===== config.mk =====
export PLATFORM = sky130hd
export DESIGN_NAME = inverter_top
export DESIGN_NICKNAME = d
export VERILOG_FILES = /design/src/rtl/drive_pkg.sv /design/src/rtl/link_pkg.sv /design/src/rtl/command_receiver.sv /design/src/rtl/inverter_top.sv /design/src/rtl/phase_modulator.sv /design/src/rtl/startup_timer.sv /design/src/rtl/uart_rx.sv
export SDC_FILE = /design/constraint.sdc
export NUM_CORES = 1
export LEC_CHECK = 0
export BUFFER_PORTS_ARGS = -buffer_cell sky130_fd_sc_hd__buf_2
export CAP_MARGIN = 20
export CORE_MARGIN = 2
export CORE_UTILIZATION = 67
export CTS_BUF_LIST = sky130_fd_sc_hd__clkbuf_8 sky130_fd_sc_hd__clkbuf_16
export DETAILED_ROUTE_END_ITERATION = 8
export GPL_TIMING_DRIVEN = 0
export HOLD_SLACK_MARGIN = 0.08
export PLACE_DENSITY = 0.95
export SETUP_SLACK_MARGIN = 0.4
export SKIP_CTS_REPAIR_TIMING = 1
export SLEW_MARGIN = 20
export SYNTH_ARGS = -nofsm -noshare
export SYNTH_HDL_FRONTEND = slang
export SYNTH_SLANG_ARGS = --single-unit

===== constraint.sdc =====
create_clock -name clk -period 5.5 [get_ports clk]
set_input_delay 0.275 -clock clk [delete_from_list [all_inputs] [get_ports clk]]
set_output_delay 0.275 -clock clk [all_outputs]
set_load 0.005 [all_outputs]

===== src/rtl/drive_pkg.sv =====
package drive_pkg;

    localparam int ANGLE_W      = 12;
    localparam int SECTOR_WIDTH = 683;
    localparam int NUM_SECTORS  = 6;

    typedef logic [2:0] sector_t;

    // One bit per leg, bit 0 is leg A
    typedef logic [2:0] leg_pattern_t;

    localparam leg_pattern_t LEG_NONE = 3'b000;
    localparam leg_pattern_t LEG_A    = 3'b001;
    localparam leg_pattern_t LEG_B    = 3'b010;
    localparam leg_pattern_t LEG_C    = 3'b100;

    // Six-step commutation, high-side leg per sector
    function automatic leg_pattern_t sector_hi(sector_t sector);
        case (sector)
            3'd0, 3'd1: return LEG_A;
            3'd2, 3'd3: return LEG_B;
            3'd4, 3'd5: return LEG_C;
            default:    return LEG_NONE;
        endcase
    endfunction

    // Low-side leg per sector
    function automatic leg_pattern_t sector_lo(sector_t sector);
        case (sector)
            3'd0:       return LEG_B;
            3'd1, 3'd2: return LEG_C;
            3'd3, 3'd4: return LEG_A;
            3'd5:       return LEG_B;
            default:    return LEG_NONE;
        endcase
    endfunction

endpackage


===== src/rtl/link_pkg.sv =====
package link_pkg;

    // Payload bits in one serial frame
    localparam int DATA_BITS = 8;

    // Command word layout
    localparam int CMD_CODE_W = 4;
    localparam int CMD_WORD_W = 2 * DATA_BITS;
    localparam int CMD_ARG_W  = CMD_WORD_W - CMD_CODE_W;

    typedef logic [CMD_CODE_W-1:0] cmd_code_t;

    // The one code acted upon
    localparam cmd_code_t CMD_SET_ANGLE = 4'd1;

    // First byte on the wire lands in the upper half
    typedef struct packed {
        logic [DATA_BITS-1:0] hi_byte;
        logic [DATA_BITS-1:0] lo_byte;
    } cmd_bytes_t;

    typedef struct packed {
        cmd_code_t            code;
        logic [CMD_ARG_W-1:0] angle;
    } cmd_fields_t;

    typedef union packed {
        cmd_bytes_t  bytes;
        cmd_fields_t fields;
    } cmd_word_t;

endpackage


===== src/rtl/command_receiver.sv =====
`timescale 1ns/10ps

module command_receiver
    import link_pkg::*;
    import drive_pkg::*;
(
    input  logic                 clk,
    input  logic                 rst_n,
    input  logic                 ready,
    input  logic [DATA_BITS-1:0] rx_data,
    input  logic                 rx_done,
    input  logic                 rx_parity_err,
    output logic [ANGLE_W-1:0]   angle,
    output logic                 fault,
    output logic                 led_red,
    output logic                 led_blue
);

    typedef enum logic {
        WAIT_HI,
        WAIT_LO
    } byte_state_t;

    byte_state_t          byte_state;
    logic [DATA_BITS-1:0] hi_byte_q;
    cmd_word_t            cmd_word;
    logic                 accept;

    // Deaf during startup and after a fault
    assign accept = rx_done && ready && !fault;

    // Word as it stands once the second byte arrives
    always_comb begin
        cmd_word.bytes.hi_byte = hi_byte_q;
        cmd_word.bytes.lo_byte = rx_data;
    end

    always_ff @(posedge clk) begin
        if (!rst_n) begin
            byte_state <= WAIT_HI;
            angle      <= '0;
            fault      <= 1'b0;
        end else if (accept) begin
            if (rx_parity_err) begin
                // Partial word is dropped
                fault      <= 1'b1;
                byte_state <= WAIT_HI;
            end else if (byte_state == WAIT_HI) begin
                byte_state <= WAIT_LO;
            end else begin
                byte_state <= WAIT_HI;
                if (cmd_word.fields.code == CMD_SET_ANGLE) begin
                    angle <= cmd_word.fields.angle;
                end
            end
        end
    end

    always_ff @(posedge clk) begin
        if (accept && !rx_parity_err && byte_state == WAIT_HI) begin
            hi_byte_q <= rx_data;
        end
    end

    // Active-low LEDs
    assign led_blue = ~(ready & ~fault);
    assign led_red  = ~fault;

    a_fault_sticky: assert property (@(posedge clk) disable iff (!rst_n)
        fault |=> fault);

endmodule


===== src/rtl/inverter_top.sv =====
`timescale 1ns/10ps

module inverter_top
    import link_pkg::*;
    import drive_pkg::*;
#(
    parameter int CLKS_PER_BIT   = 417,
    parameter int STARTUP_CYCLES = 48_000_000,
    parameter int DEAD_CYCLES    = 24
) (
    input  logic       clk,
    input  logic       rst_n,
    input  logic       rx,
    input  logic       shoot,
    output logic [2:0] gate_hi,
    output logic [2:0] gate_lo,
    output logic       led_red,
    output logic       led_blue
);

    logic [DATA_BITS-1:0] rx_data;
    logic                 rx_done;
    logic                 rx_parity_err;
    logic                 ready;
    logic                 fault;
    logic [ANGLE_W-1:0]   angle;

    uart_rx #(
        .CLKS_PER_BIT(CLKS_PER_BIT)
    ) u_uart_rx (
        .clk           (clk),
        .rst_n         (rst_n),
        .rx            (rx),
        .rx_data       (rx_data),
        .rx_done       (rx_done),
        .rx_parity_err (rx_parity_err)
    );

    // Holds the receiver off after power-up
    startup_timer #(
        .STARTUP_CYCLES(STARTUP_CYCLES)
    ) u_startup_timer (
        .clk   (clk),
        .rst_n (rst_n),
        .ready (ready)
    );

    command_receiver u_command_receiver (
        .clk           (clk),
        .rst_n         (rst_n),
        .ready         (ready),
        .rx_data       (rx_data),
        .rx_done       (rx_done),
        .rx_parity_err (rx_parity_err),
        .angle         (angle),
        .fault         (fault),
        .led_red       (led_red),
        .led_blue      (led_blue)
    );

    phase_modulator #(
        .DEAD_CYCLES(DEAD_CYCLES)
    ) u_phase_modulator (
        .clk     (clk),
        .rst_n   (rst_n),
        .angle   (angle),
        .fault   (fault),
        .shoot   (shoot),
        .gate_hi (gate_hi),
        .gate_lo (gate_lo)
    );

endmodule


===== src/rtl/phase_modulator.sv =====
`timescale 1ns/10ps

module phase_modulator
    import drive_pkg::*;
#(
    parameter int DEAD_CYCLES = 24
) (
    input  logic               clk,
    input  logic               rst_n,
    input  logic [ANGLE_W-1:0] angle,
    input  logic               fault,
    input  logic               shoot,
    output logic [2:0]         gate_hi,
    output logic [2:0]         gate_lo
);

    localparam int DEAD_W = $clog2(DEAD_CYCLES + 1);
    localparam logic [DEAD_W-1:0] DEAD_LAST = DEAD_W'(DEAD_CYCLES - 1);

    sector_t           sector_next;
    sector_t           sector;
    leg_pattern_t      target_hi;
    leg_pattern_t      target_lo;
    leg_pattern_t      applied_hi;
    leg_pattern_t      applied_lo;
    logic [DEAD_W-1:0] dead_cnt;
    logic              dead_active;
    logic              enable;

    // Threshold compare, angles past the last boundary stay in sector 5
    always_comb begin
        sector_next = '0;
        for (int i = 1; i < NUM_SECTORS; i++) begin
            if (angle >= ANGLE_W'(i * SECTOR_WIDTH)) begin
                sector_next = sector_t'(i);
            end
        end
    end

    always_ff @(posedge clk) begin
        if (!rst_n) begin
            sector <= '0;
        end else begin
            sector <= sector_next;
        end
    end

    assign target_hi = sector_hi(sector);
    assign target_lo = sector_lo(sector);

    assign enable = shoot && !fault;

    // Blanking between patterns
    always_ff @(posedge clk) begin
        if (!rst_n) begin
            applied_hi  <= LEG_NONE;
            applied_lo  <= LEG_NONE;
            dead_cnt    <= '0;
            dead_active <= 1'b0;
        end else if (!enable) begin
            // Pattern cleared so re-enable starts with dead time
            applied_hi  <= LEG_NONE;
            applied_lo  <= LEG_NONE;
            dead_cnt    <= '0;
            dead_active <= 1'b0;
        end else if (dead_active) begin
            if (dead_cnt == DEAD_LAST) begin
                // Latest target wins
                applied_hi  <= target_hi;
                applied_lo  <= target_lo;
                dead_cnt    <= '0;
                dead_active <= 1'b0;
            end else begin
                dead_cnt <= dead_cnt + 1'b1;
            end
        end else if (target_hi != applied_hi || target_lo != applied_lo) begin
            applied_hi  <= LEG_NONE;
            applied_lo  <= LEG_NONE;
            dead_cnt    <= '0;
            dead_active <= 1'b1;
        end
    end

    // Shoot and fault cut the gates in the same cycle
    assign gate_hi = applied_hi & {3{enable}};
    assign gate_lo = applied_lo & {3{enable}};

    // No shoot-through on any leg
    a_no_shoot_through: assert property (@(posedge clk)
        (gate_hi & gate_lo) == 3'b000);

    // Fault from the receiver keeps the bridge off
    a_fault_gates_off: assert property (@(posedge clk) disable iff (!rst_n)
        fault |-> (gate_hi | gate_lo) == 3'b000);

endmodule


===== src/rtl/startup_timer.sv =====
`timescale 1ns/10ps

module startup_timer #(
    parameter int STARTUP_CYCLES = 48_000_000
) (
    input  logic clk,
    input  logic rst_n,
    output logic ready
);

    localparam int CNT_W = $clog2(STARTUP_CYCLES + 1);
    localparam logic [CNT_W-1:0] LAST_COUNT = CNT_W'(STARTUP_CYCLES - 1);

    logic [CNT_W-1:0] count;

    // Counter stops once ready is up
    always_ff @(posedge clk) begin
        if (!rst_n) begin
            count <= '0;
            ready <= 1'b0;
        end else if (!ready) begin
            if (count == LAST_COUNT) begin
                ready <= 1'b1;
            end else begin
                count <= count + 1'b1;
            end
        end
    end

endmodule


===== src/rtl/uart_rx.sv =====
`timescale 1ns/10ps

module uart_rx
    import link_pkg::*;
#(
    parameter int CLKS_PER_BIT = 417
) (
    input  logic                 clk,
    input  logic                 rst_n,
    input  logic                 rx,
    output logic [DATA_BITS-1:0] rx_data,
    output logic                 rx_done,
    output logic                 rx_parity_err
);

    localparam int CNT_W = $clog2(CLKS_PER_BIT + 1);
    localparam int IDX_W = $clog2(DATA_BITS);

    localparam logic [CNT_W-1:0] HALF_BIT = CNT_W'(CLKS_PER_BIT / 2 - 1);
    localparam logic [CNT_W-1:0] FULL_BIT = CNT_W'(CLKS_PER_BIT - 1);
    localparam logic [IDX_W-1:0] LAST_IDX = IDX_W'(DATA_BITS - 1);

    typedef enum logic [2:0] {
        S_IDLE,
        S_START,
        S_DATA,
        S_PARITY,
        S_STOP
    } state_t;

    state_t               state;
    logic                 rx_meta;
    logic                 rx_sync;
    logic [CNT_W-1:0]     bit_cnt;
    logic [IDX_W-1:0]     bit_idx;
    logic                 bit_end;
    logic [DATA_BITS-1:0] shift_reg;
    logic                 parity_bit;

    // Two-flop synchronizer, line idles high
    always_ff @(posedge clk) begin
        if (!rst_n) begin
            rx_meta <= 1'b1;
            rx_sync <= 1'b1;
        end else begin
            rx_meta <= rx;
            rx_sync <= rx_meta;
        end
    end

    assign bit_end = (bit_cnt == FULL_BIT);

    always_ff @(posedge clk) begin
        if (!rst_n) begin
            state         <= S_IDLE;
            bit_cnt       <= '0;
            bit_idx       <= '0;
            rx_done       <= 1'b0;
            rx_parity_err <= 1'b0;
        end else begin
            rx_done <= 1'b0;
            case (state)
                S_IDLE: begin
                    bit_cnt <= '0;
                    if (!rx_sync) begin
                        state <= S_START;
                    end
                end
                // Wait to the middle of the start bit
                S_START: begin
                    if (bit_cnt == HALF_BIT) begin
                        bit_cnt <= '0;
                        bit_idx <= '0;
                        // Line back high means a glitch
                        state   <= rx_sync ? S_IDLE : S_DATA;
                    end else begin
                        bit_cnt <= bit_cnt + 1'b1;
                    end
                end
                S_DATA: begin
                    if (bit_end) begin
                        bit_cnt <= '0;
                        bit_idx <= bit_idx + 1'b1;
                        if (bit_idx == LAST_IDX) begin
                            state <= S_PARITY;
                        end
                    end else begin
                        bit_cnt <= bit_cnt + 1'b1;
                    end
                end
                S_PARITY: begin
                    if (bit_end) begin
                        bit_cnt <= '0;
                        state   <= S_STOP;
                    end else begin
                        bit_cnt <= bit_cnt + 1'b1;
                    end
                end
                // Mid-stop sample, low stop bit is reported as an error too
                S_STOP: begin
                    if (bit_end) begin
                        rx_done       <= 1'b1;
                        rx_parity_err <= (^{shift_reg, parity_bit}) | ~rx_sync;
                        state         <= S_IDLE;
                    end else begin
                        bit_cnt <= bit_cnt + 1'b1;
                    end
                end
                default: state <= S_IDLE;
            endcase
        end
    end

    // LSB first
    always_ff @(posedge clk) begin
        if (state == S_DATA && bit_end) begin
            shift_reg <= {rx_sync, shift_reg[DATA_BITS-1:1]};
        end
        if (state == S_PARITY && bit_end) begin
            parity_bit <= rx_sync;
        end
        if (state == S_STOP && bit_end) begin
            rx_data <= shift_reg;
        end
    end

    a_done_single: assert property (@(posedge clk) disable iff (!rst_n)
        rx_done |=> !rx_done);

endmodule


# Word level (Yosys, flattened, before mapping)
# Cells that the tools add are included.
[totals]
reg_bits = 100
in_bits = 4
elab_cells = 141
[op_classes]
addsub = 4
magnitude_cmp = 5
n_eq_ne = 25
mux = 38
bitwise_logic = 12
n_reduce_logical = 35
[ops]
columns = ["operator", "count"]
rows = [
  ["two-way mux 3 bit", 15],
  ["greater-or-equal comparator 12 bit (second input constant)", 3],
  ["case mux 9 bit (4 select lines)", 1],
  ["two-way mux 9 bit", 3],
  ["adder 26 x 1 -> 26 bit (second input constant)", 1],
  ["== test 26 bit (second input constant)", 1],
  ["case mux 3 bit (3 select lines)", 2],
  ["two-way mux 5 bit", 3],
  ["case mux 3 bit (5 select lines)", 1],
  ["AND reduction 2 bit", 7],
  ["OR reduction 2 bit", 7],
  ["== test 3 x 2 -> 1 bit (second input constant)", 4],
  ["== test 3 bit (second input constant)", 4],
  ["greater-or-equal comparator 12 x 10 -> 1 bit (second input constant)", 1],
  ["greater-or-equal comparator 12 x 11 -> 1 bit (second input constant)", 1],
  ["inequality test 2 x 1 -> 1 bit (second input constant)", 5],
  ["adder 9 x 1 -> 9 bit (second input constant)", 1],
  ["== test 9 x 8 -> 1 bit (second input constant)", 1],
  ["== test 9 bit (second input constant)", 1],
  ["two-way mux 1 bit", 9],
  ["XOR reduction 9 bit", 1],
  ["logical AND 1 bit", 8],
  ["inverter 1 bit", 8],
  ["bitwise AND 3 bit", 2],
  ["20 further kinds", 29],
]

# Logic depth before layout (Yosys ltp)
# Gate-level depths: netlist of the first run.
[logic_depth]
word_depth = 7
mapped_depth = 7

# By module
# From an unflattened synthesis of the first run, not the netlist that was laid out.
[hier_totals]
cells_unflattened = 489
area_unflattened_um2 = 4843.4
[by_module_without_submodules]
columns = ["mod", "instances", "cells_each", "area_each_um2", "seq_area_each_um2"]
rows = [
  ["uart_rx", 1, 129, 1507.7, 890.9],
  ["startup_timer", 1, 156, 1355.0, 540.5],
  ["phase_modulator", 1, 123, 1002.2, 300.3],
  ["command_receiver", 1, 81, 978.4, 520.5],
]

# Worst setup path before layout of the first run
# OpenSTA, ideal clock, no wires.
[synth_path]
kind = "register to register"
from = "register u_uart_rx.bit_cnt[0]"
to = "register u_uart_rx.shift_reg[0], enable pin"
arrival_time_ps = 1485
required_time_ps = 5156
path_slack_ps = 3671
path_stages_with_launch = 6
path_buffers = 0
period_less_slack_ps = 1829
path_cell_list = "dfxtp_1 > inv_1 > ha_1 > nand4b_1 > nor4_4 > and4b_1"
[synth_via]
elab_chain_len = 2
[synth_lines]
columns = ["element", "line", "text"]
rows = [
  ["start, declared", "uart_rx.sv:34", "logic [CNT_W-1:0] bit_cnt;"],
  ["start signal, assigned", "uart_rx.sv:77", "bit_cnt <= bit_cnt + 1'b1;"],
  ["start signal, assigned", "uart_rx.sv:88", "bit_cnt <= bit_cnt + 1'b1;"],
  ["start signal, assigned", "uart_rx.sv:96", "bit_cnt <= bit_cnt + 1'b1;"],
  ["== test 9 bit", "uart_rx.sv:51", "assign bit_end = (bit_cnt == FULL_BIT);"],
  ["logical AND 1 bit", "uart_rx.sv:116", "if (state == S_DATA && bit_end) begin"],
  ["end signal, assigned", "uart_rx.sv:117", "shift_reg <= {rx_sync, shift_reg[DATA_BITS-1:1]};"],
  ["end, declared", "uart_rx.sv:37", "logic [DATA_BITS-1:0] shift_reg;"],
]
# No other way between the ends.
# A chain may end at the register's enable or synchronous reset.

# Worst setup path after layout of the first run
[layout_path]
from = "register u_uart_rx.bit_cnt[0]"
to = "register u_uart_rx.bit_idx[0]"
[layout_via]
elab_chain_len = 3
[layout_lines]
columns = ["element", "line", "text"]
rows = [
  ["== test 9 bit / == test 9 x 8 -> 1 bit (equally long branches)", "uart_rx.sv:51, uart_rx.sv:71", ""],
  ["inequality test 2 x 1 -> 1 bit (no source line)", "--", ""],
  ["AND reduction 3 bit (no source line) *", "--", ""],
  ["end signal, assigned", "uart_rx.sv:83", "bit_idx <= bit_idx + 1'b1;"],
  ["end, declared", "uart_rx.sv:35", "logic [IDX_W-1:0] bit_idx;"],
]
# Every way passes the cells marked *; elsewhere a longest branch is shown, timed or not.

==> results.md, run 1 <==
- Status: completed
- Peak Freq: between 400 and 500 MHz
- Reported max-cap violation count: 0
- Largest net degree at the start of global routing: 16
- Relative slew margins: around 53%
- I/O Buffers: 11
- Area share of the largest cell type after synthesis: between 30% and 40%
- Ports: 12
- First-pass DRT Iterations: 7
- Fin nets: approximately 540
- Slowest cell on crit path: and4b_1
- DRC Markers: 0
- Highest metal used: met4
- EDFF count, synth: 25
- Clock skew: ~8.3 ps
- CTS sink cnt: 100
- Gate power share: 3.6%
- Async S/R FF share, synth: 0%
- CTS tree: built
- DP Wirelength: between 6000 and 7000 µm
- Critical path data arrival time: about 2500 ps
- Fin crit share: 39.3%
- Post-Syn Area: 0.00477 mm²
- Mean cell area of the mapped netlist: ~9.4 µm²
- Worst Setup End Kind: flop
- Peak supply drop: roughly 0.15 mV
- Detailed-route wire length: ~9600 µm
- Vias in the first global route: between 3000 and 4000
- Synth unique cells: 66
- Flop pwr share: about 57%
- Syn Nets: between 500 and 600
- Startpoint class of the critical path: flop
- Root buf cell: clkbuf_8
- Yosys top cell by area: dfxtp_1
- Hold Startpoint: rx
- Drt wl/cell: roughly 15 µm
- PwrDens: 256 mW/mm²
- Inserted Diodes: 0
- Psw: around 0.00028 W
- Setup TNS: 0 ps
- Hold Path Class: in2reg
- Top post-synthesis cells by area: dfxtp_1 31%, edfxtp_1 16%, nand2_1 4.5%, nor2_1 3.0%, nand2b_1 2.8%
- Row cnt: 30
- Final Power: 0.00132 W
- Gr usage total: a little over a quarter
- RD Place Congestion: just under 0.9
- First-pass GRT wire length: between 15000 and 20000 µm
- Critical path class: reg2reg
- Synthesis-to-finish area growth: 8.63%
- H-tree Lvls: 3
- Cell internal pwr: about 0.0010 W
- Die W: between 80 and 90 µm
- Critical Path Start: u_uart_rx.bit_cnt[0]
- Post-layout min period: about 2200 ps
- Req. time, crit path: ~5800 ps
- Slew Viols, Final: 0
- WHS: roughly 84 ps
- DR vias: around 3700
- DRT met1 WL: ~4200 µm
- Unrepaired setup endpoints after global routing: false
- Final ANT Viol Nets: 0
- Drt first-iter violations: 221
- Initial antenna violation count: 0
- Core area: just under 0.007 mm²
- Flops & latches, synth: 100
- Met2 Wirelength: about 4800 µm
- Max FFs per register: 26
- Critical R2R Launch: u_uart_rx.bit_cnt[0]
- Seq/Total Area, Yosys: 47.2%
- Die height: ~90 µm
- Worst-path maximum fanout: 11
- CTS buffer count: 9
- Synth warn: 0
- Switching portion of total power: roughly a fifth
- Synth Flop Type: dfxtp_1
- Biggest register: u_startup_timer.count
- Hold Fails Final Rpt: 0
- Die ar.: 0.00781 mm²
- GRT Residual Overflow: 0
- Clock Path Buffers: 2
- Worst Tran Pin Value: between 600 and 700 ps
- Vias/cell: just under 6
- Critical path's largest stage delay: ~550 ps
- Clk Latency, worst-skew pair: roughly 370 ps
- Final setup fails: 0
- Starting Density: between 60% and 70%
- Critical path cell sequence: inv_1 -> ha_1 -> nand4b_1 -> nor4_4 -> and4b_1 -> o21ai_0 -> a21oi_1
- Share of cells above drive strength 1: 9.77%
- Most common cell in the netlist: dfxtp_1
- Syn Inst Count: around 510
- Met3 wire length: between 300 and 400 µm
- Clock Power Share: around 39%
- CTS clock-pin slew for the worst setup and hold paths: 90 ps
- Regs by FF count: u_startup_timer.count: 26 flops, u_command_receiver.angle: 12 flops, u_uart_rx.bit_cnt: 9 flops
- Static Leak: 1.79 nW
- Commonest cells post-synth: 75 x dfxtp_1, 57 x nand2_1, 38 x nor2_1, 25 x edfxtp_1
[cell type report]
class / count / area [µm²]
Inverter: 14 / 52.6
Clock inverter: 3 / 41.3
Tap cell: 96 / 120
Multi-Input combinational cell: 370 / 2360
Timing Repair Buffer: 11 / 55.1
Sequential cell: 100 / 2250
Clock buffer: 13 / 190
Buffer: 21 / 111
Fill cell: 468 / 1650
[per-layer routing]
layer  global-route usage (%)  vias up
met1                     32.4     1729
li1                         -     1869
met3                     3.82       22
met5                        0        -
met4                     13.8        0
met2                     46.0       94
[metrics by stage]
step           util, %  std cells  worst slack, ps  area [µm²]
2_1_floorplan        -        505             3670        4770
3_3_place_gp      72.4        612             3480        4950
3_5_place_dp      72.4        612             3390        4950
4_1_cts           75.8        628             3310        5180
5_1_grt           75.9        628             3140        5180
6_report          75.9        628             3340        5180
[path summary, 6_finish.rpt]
check	to	slack [ps]	cells past startpoint
setup / recovery	u_uart_rx.bit_idx[0]	3340	7
hold / removal	u_uart_rx.rx_meta	80	2
setup reg to reg	u_uart_rx.bit_idx[0]	3340	7
hold reg to reg	u_uart_rx.rx_sync	420	1
[critical path, delay by kind of cell (launching register included)]
family / cells / cell delay, ps
buffers and inverters: 1 / 70
AND/OR/NAND/NOR: 3 / 1170
adder cells (fa/ha/maj): 1 / 150
AO/OA/AOI/OAI: 2 / 340
flip-flops: 1 / 360
[power groups by stage]
stage	clock, W	combinational [W]	sequential [W]
2_1_floorplan	0	0.0000341	0.000775
3_3_place_gp	0	0.0000439	0.000777
3_5_place_dp	0	0.0000464	0.000777
4_1_cts	0.000522	0.0000470	0.000760
5_1_grt	0.000548	0.0000530	0.000761
6_report	0.000517	0.0000473	0.000760
[placed cells by master, fill, tap and decap left out, types with 4 or more instances in the layout]
cell / netlist / layout
a211oi_1: 4 / 4
a21boi_0: 17 / 17
a21boi_1: 6 / 6
a21oi_1: 13 / 13
a311oi_1: 4 / 4
and2_1: 12 / 12
and3_1: 6 / 6
buf_2: 3 / 14
clkbuf_1: 12 / 12
clkbuf_8: 0 / 12
dfxtp_1: 75 / 75
edfxtp_1: 25 / 25
ha_1: 6 / 6
inv_1: 14 / 15
mux2i_1: 7 / 7
nand2_1: 57 / 57
nand2b_1: 21 / 21
nand3_1: 24 / 24
nand4_1: 8 / 8
nor2_1: 38 / 38
nor2b_1: 9 / 9
nor3_1: 8 / 7
nor3b_1: 4 / 4
nor4_1: 5 / 5
o211ai_1: 6 / 6
o21ai_0: 24 / 24
o31ai_1: 9 / 9
or3_1: 9 / 9
or4_1: 7 / 7
xnor2_1: 15 / 15
xor2_1: 5 / 5
[cell families after synthesis]
family,share of synthesized area [%]
AOI/OAI and AO/OA,16.4
xor gates and xnor gates,3.67
adders and majority gates,1.57
buffers and inverters,3.43
DFF,47.2
muxes,1.78
and+or+nand+nor,26.0
Note: power is estimated with default switching activity, not from simulation.
==> run 2, diff against run 1 <==
- CORE_UTILIZATION: 67 -> 62
- PLACE_DENSITY: 0.95 -> 0.9
- clock period: 5.5 -> 2 ns (I/O delays scaled with it)
==> results.md, run 2 (same netlist as run 1, synthesis figures left out) <==
- Req. time, crit path: 2260 ps (was 5790 ps)
- Fin util: 81.9% (was 75.9%)
- Vias/cell: 6.68 (was 5.91)
- Worst-path maximum fanout: 9 (was 11)
- First-pass DRT Iterations: 6 (was 7)
- CTS clock-pin slew for the worst setup and hold paths: 110 ps (was 90 ps)
- GRT Residual Overflow: 0 (unchanged)
- Largest net degree at the start of global routing: 17 (was 16)
- Hold Fails Final Rpt: 0 (unchanged)
- R2R depth: 8 (was 7)
- Critical Path Start: u_uart_rx.bit_cnt[1] (was u_uart_rx.bit_cnt[0])
- Post-layout min period: 1950 ps (was 2160 ps)
- Worst Setup End Kind: flop (unchanged)
- Hold Startpoint: rst_n (was rx)
- Startpoint class of the critical path: flop (unchanged)
- Fin nets: 574 (was 537)
- Critical path data arrival time: 2210 ps (was 2450 ps)
- Clk Latency, worst-skew pair: 380 ps (was 370 ps)
- Final setup fails: 0 (unchanged)
- CTS buffer count: 9 (unchanged)
- Clock skew: 11.9 ps (was 8.28 ps)
- Status: completed (unchanged)
- Unrepaired setup endpoints after global routing: true (was false)
- Share of cells above drive strength 1: 32.2% (was 9.77%)
- Critical path class: reg2reg (unchanged)
- Inserted Diodes: 0 (unchanged)
- Clock Path Buffers: 2 (unchanged)
- Vias in the first global route: 3673 (was 3676)
- Hold Path Class: in2reg (unchanged)
- First-pass GRT wire length: 16600 µm (was 16200 µm)
- Hold Crit Depth: 3 (was 2)
- Row cnt: 31 (was 30)
- Regs by FF count: u_startup_timer.count: 26 flops, u_command_receiver.angle: 12 flops, u_uart_rx.bit_cnt: 9 flops (unchanged)
- Biggest register: u_startup_timer.count (unchanged)
- Post-Place Worst Slack: 85.5 ps (was 3390 ps)
- Slew Viols, Final: 0 (unchanged)
- Drt wl/cell: 21.7 µm (was 15.2 µm)
- Most frequent cells in the layout: 52 x nand2_1, 43 x dfxtp_1, 33 x nor2_1 (was 75 x dfxtp_1, 57 x nand2_1, 38 x nor2_1)
- I/O Buffers: 11 (unchanged)
- H-tree Lvls: 3 (unchanged)
- Core area: 0.00737 mm² (was 0.00683 mm²)
- Drt first-iter violations: 372 (was 221)
- RD Place Congestion: 0.845 (was 0.883)
- Die ar.: 0.00841 mm² (was 0.00781 mm²)
- Fin crit share: 97.3% (was 39.3%)
- Starting Density: 64.8% (was 69.9%)
- Die height: 91.7 µm (was 88.4 µm)
- Peak Freq: 514 MHz (was 462 MHz)
- Slowest cell on crit path: dfxtp_2 (was and4b_1)
- Worst Tran Pin Value: 871 ps (was 691 ps)
- Synthesis-to-finish area growth: 26.4% (was 8.63%)
- Detailed-route wire length: 14500 µm (was 9570 µm)
- Setup TNS: 0 ps (unchanged)
- Critical path cell sequence: inv_2 -> ha_4 -> nand4b_1 -> nor4_4 -> buf_6 -> and4b_2 -> nand3_1 -> o21ai_0 (was inv_1 -> ha_1 -> nand4b_1 -> nor4_4 -> and4b_1 -> o21ai_0 -> a21oi_1)
- Post-route setup slack: 53.1 ps (was 3340 ps)
- Relative slew margins: 42.0% (was 53.3%)
- DP Wirelength: 6720 µm (was 6700 µm)
- Root buf cell: clkbuf_8 (unchanged)
- Die W: 91.7 µm (was 88.4 µm)
- PwrDens: 599 mW/mm² (was 256 mW/mm²)
- Final ANT Viol Nets: 0 (unchanged)
- CTS tree: built (unchanged)
- Max FFs per register: 26 (unchanged)
- Static Leak: 2.09 nW (was 1.79 nW)
- Critical path's largest stage delay: 360 ps (was 550 ps)
- CTS sink cnt: 100 (unchanged)
- Ports: 12 (unchanged)
- Gr usage total: 24.2% (was 26.6%)
- DR vias: 4462 (was 3714)
- Initial antenna violation count: 0 (unchanged)
- Reported max-cap violation count: 0 (unchanged)
- Peak supply drop: 0.518 mV (was 0.155 mV)
- Critical R2R Launch: u_uart_rx.bit_cnt[1] (was u_uart_rx.bit_cnt[0])
- DRC Markers: 0 (unchanged)
- Most common cell after layout, fill and taps aside: nand2_1 (was dfxtp_1)
## run 2: final timing paths
kind,end,slack [ps]
setup reg to reg,u_uart_rx.bit_idx[2],50
setup / recovery,u_uart_rx.bit_idx[2],50
hold / removal,u_phase_modulator.dead_cnt[4],160
hold reg to reg,u_uart_rx.rx_sync,410
## run 2: layout make-up
type                    count  area [µm²]
clock inverters             5        31.3
repair buffers             45         337
flip-flops and latches    100        2310
fillers                   376        1340
inverters                  14        52.6
plain buffers              21         155
multi-input cells         373        2850
well taps                  99         124
clock buffers              11         174
## run 2: stage by stage
stage                     cell area (µm²)  power [W]  hold WS, ps  std cells
after CTS                            5200    0.00353        -81.4        631
after floorplan                      4820    0.00223          201        505
after global placement               5000    0.00226          285        615
final                                6030    0.00361          159        668
after detailed placement             5000    0.00227          293        615
after global routing                 6030    0.00369          184        668
## run 2: layer usage
metal	routed length (µm)	global-route usage [%]
met5	0	0
met4	849	7.71
met3	1070	4.77
met2	7260	42.1
met1	5330	30.2
## run 2: report_power, final
group,switching (W),internal [W]
clock network,0.000748,0.000601
registers,0.0000201,0.00206
logic,0.000115,0.0000652
total,0.000883,0.00273
## run 2: critical path, delay by kind of cell, from the launching register on
| family | cells | cell delay, ps |
|---|---|---|
| and+or+nand+nor | 4 | 920 |
| DFF | 1 | 360 |
| buffers and inverters | 2 | 250 |
| AOI/OAI and AO/OA | 1 | 190 |
| adders and majority gates | 1 | 120 |
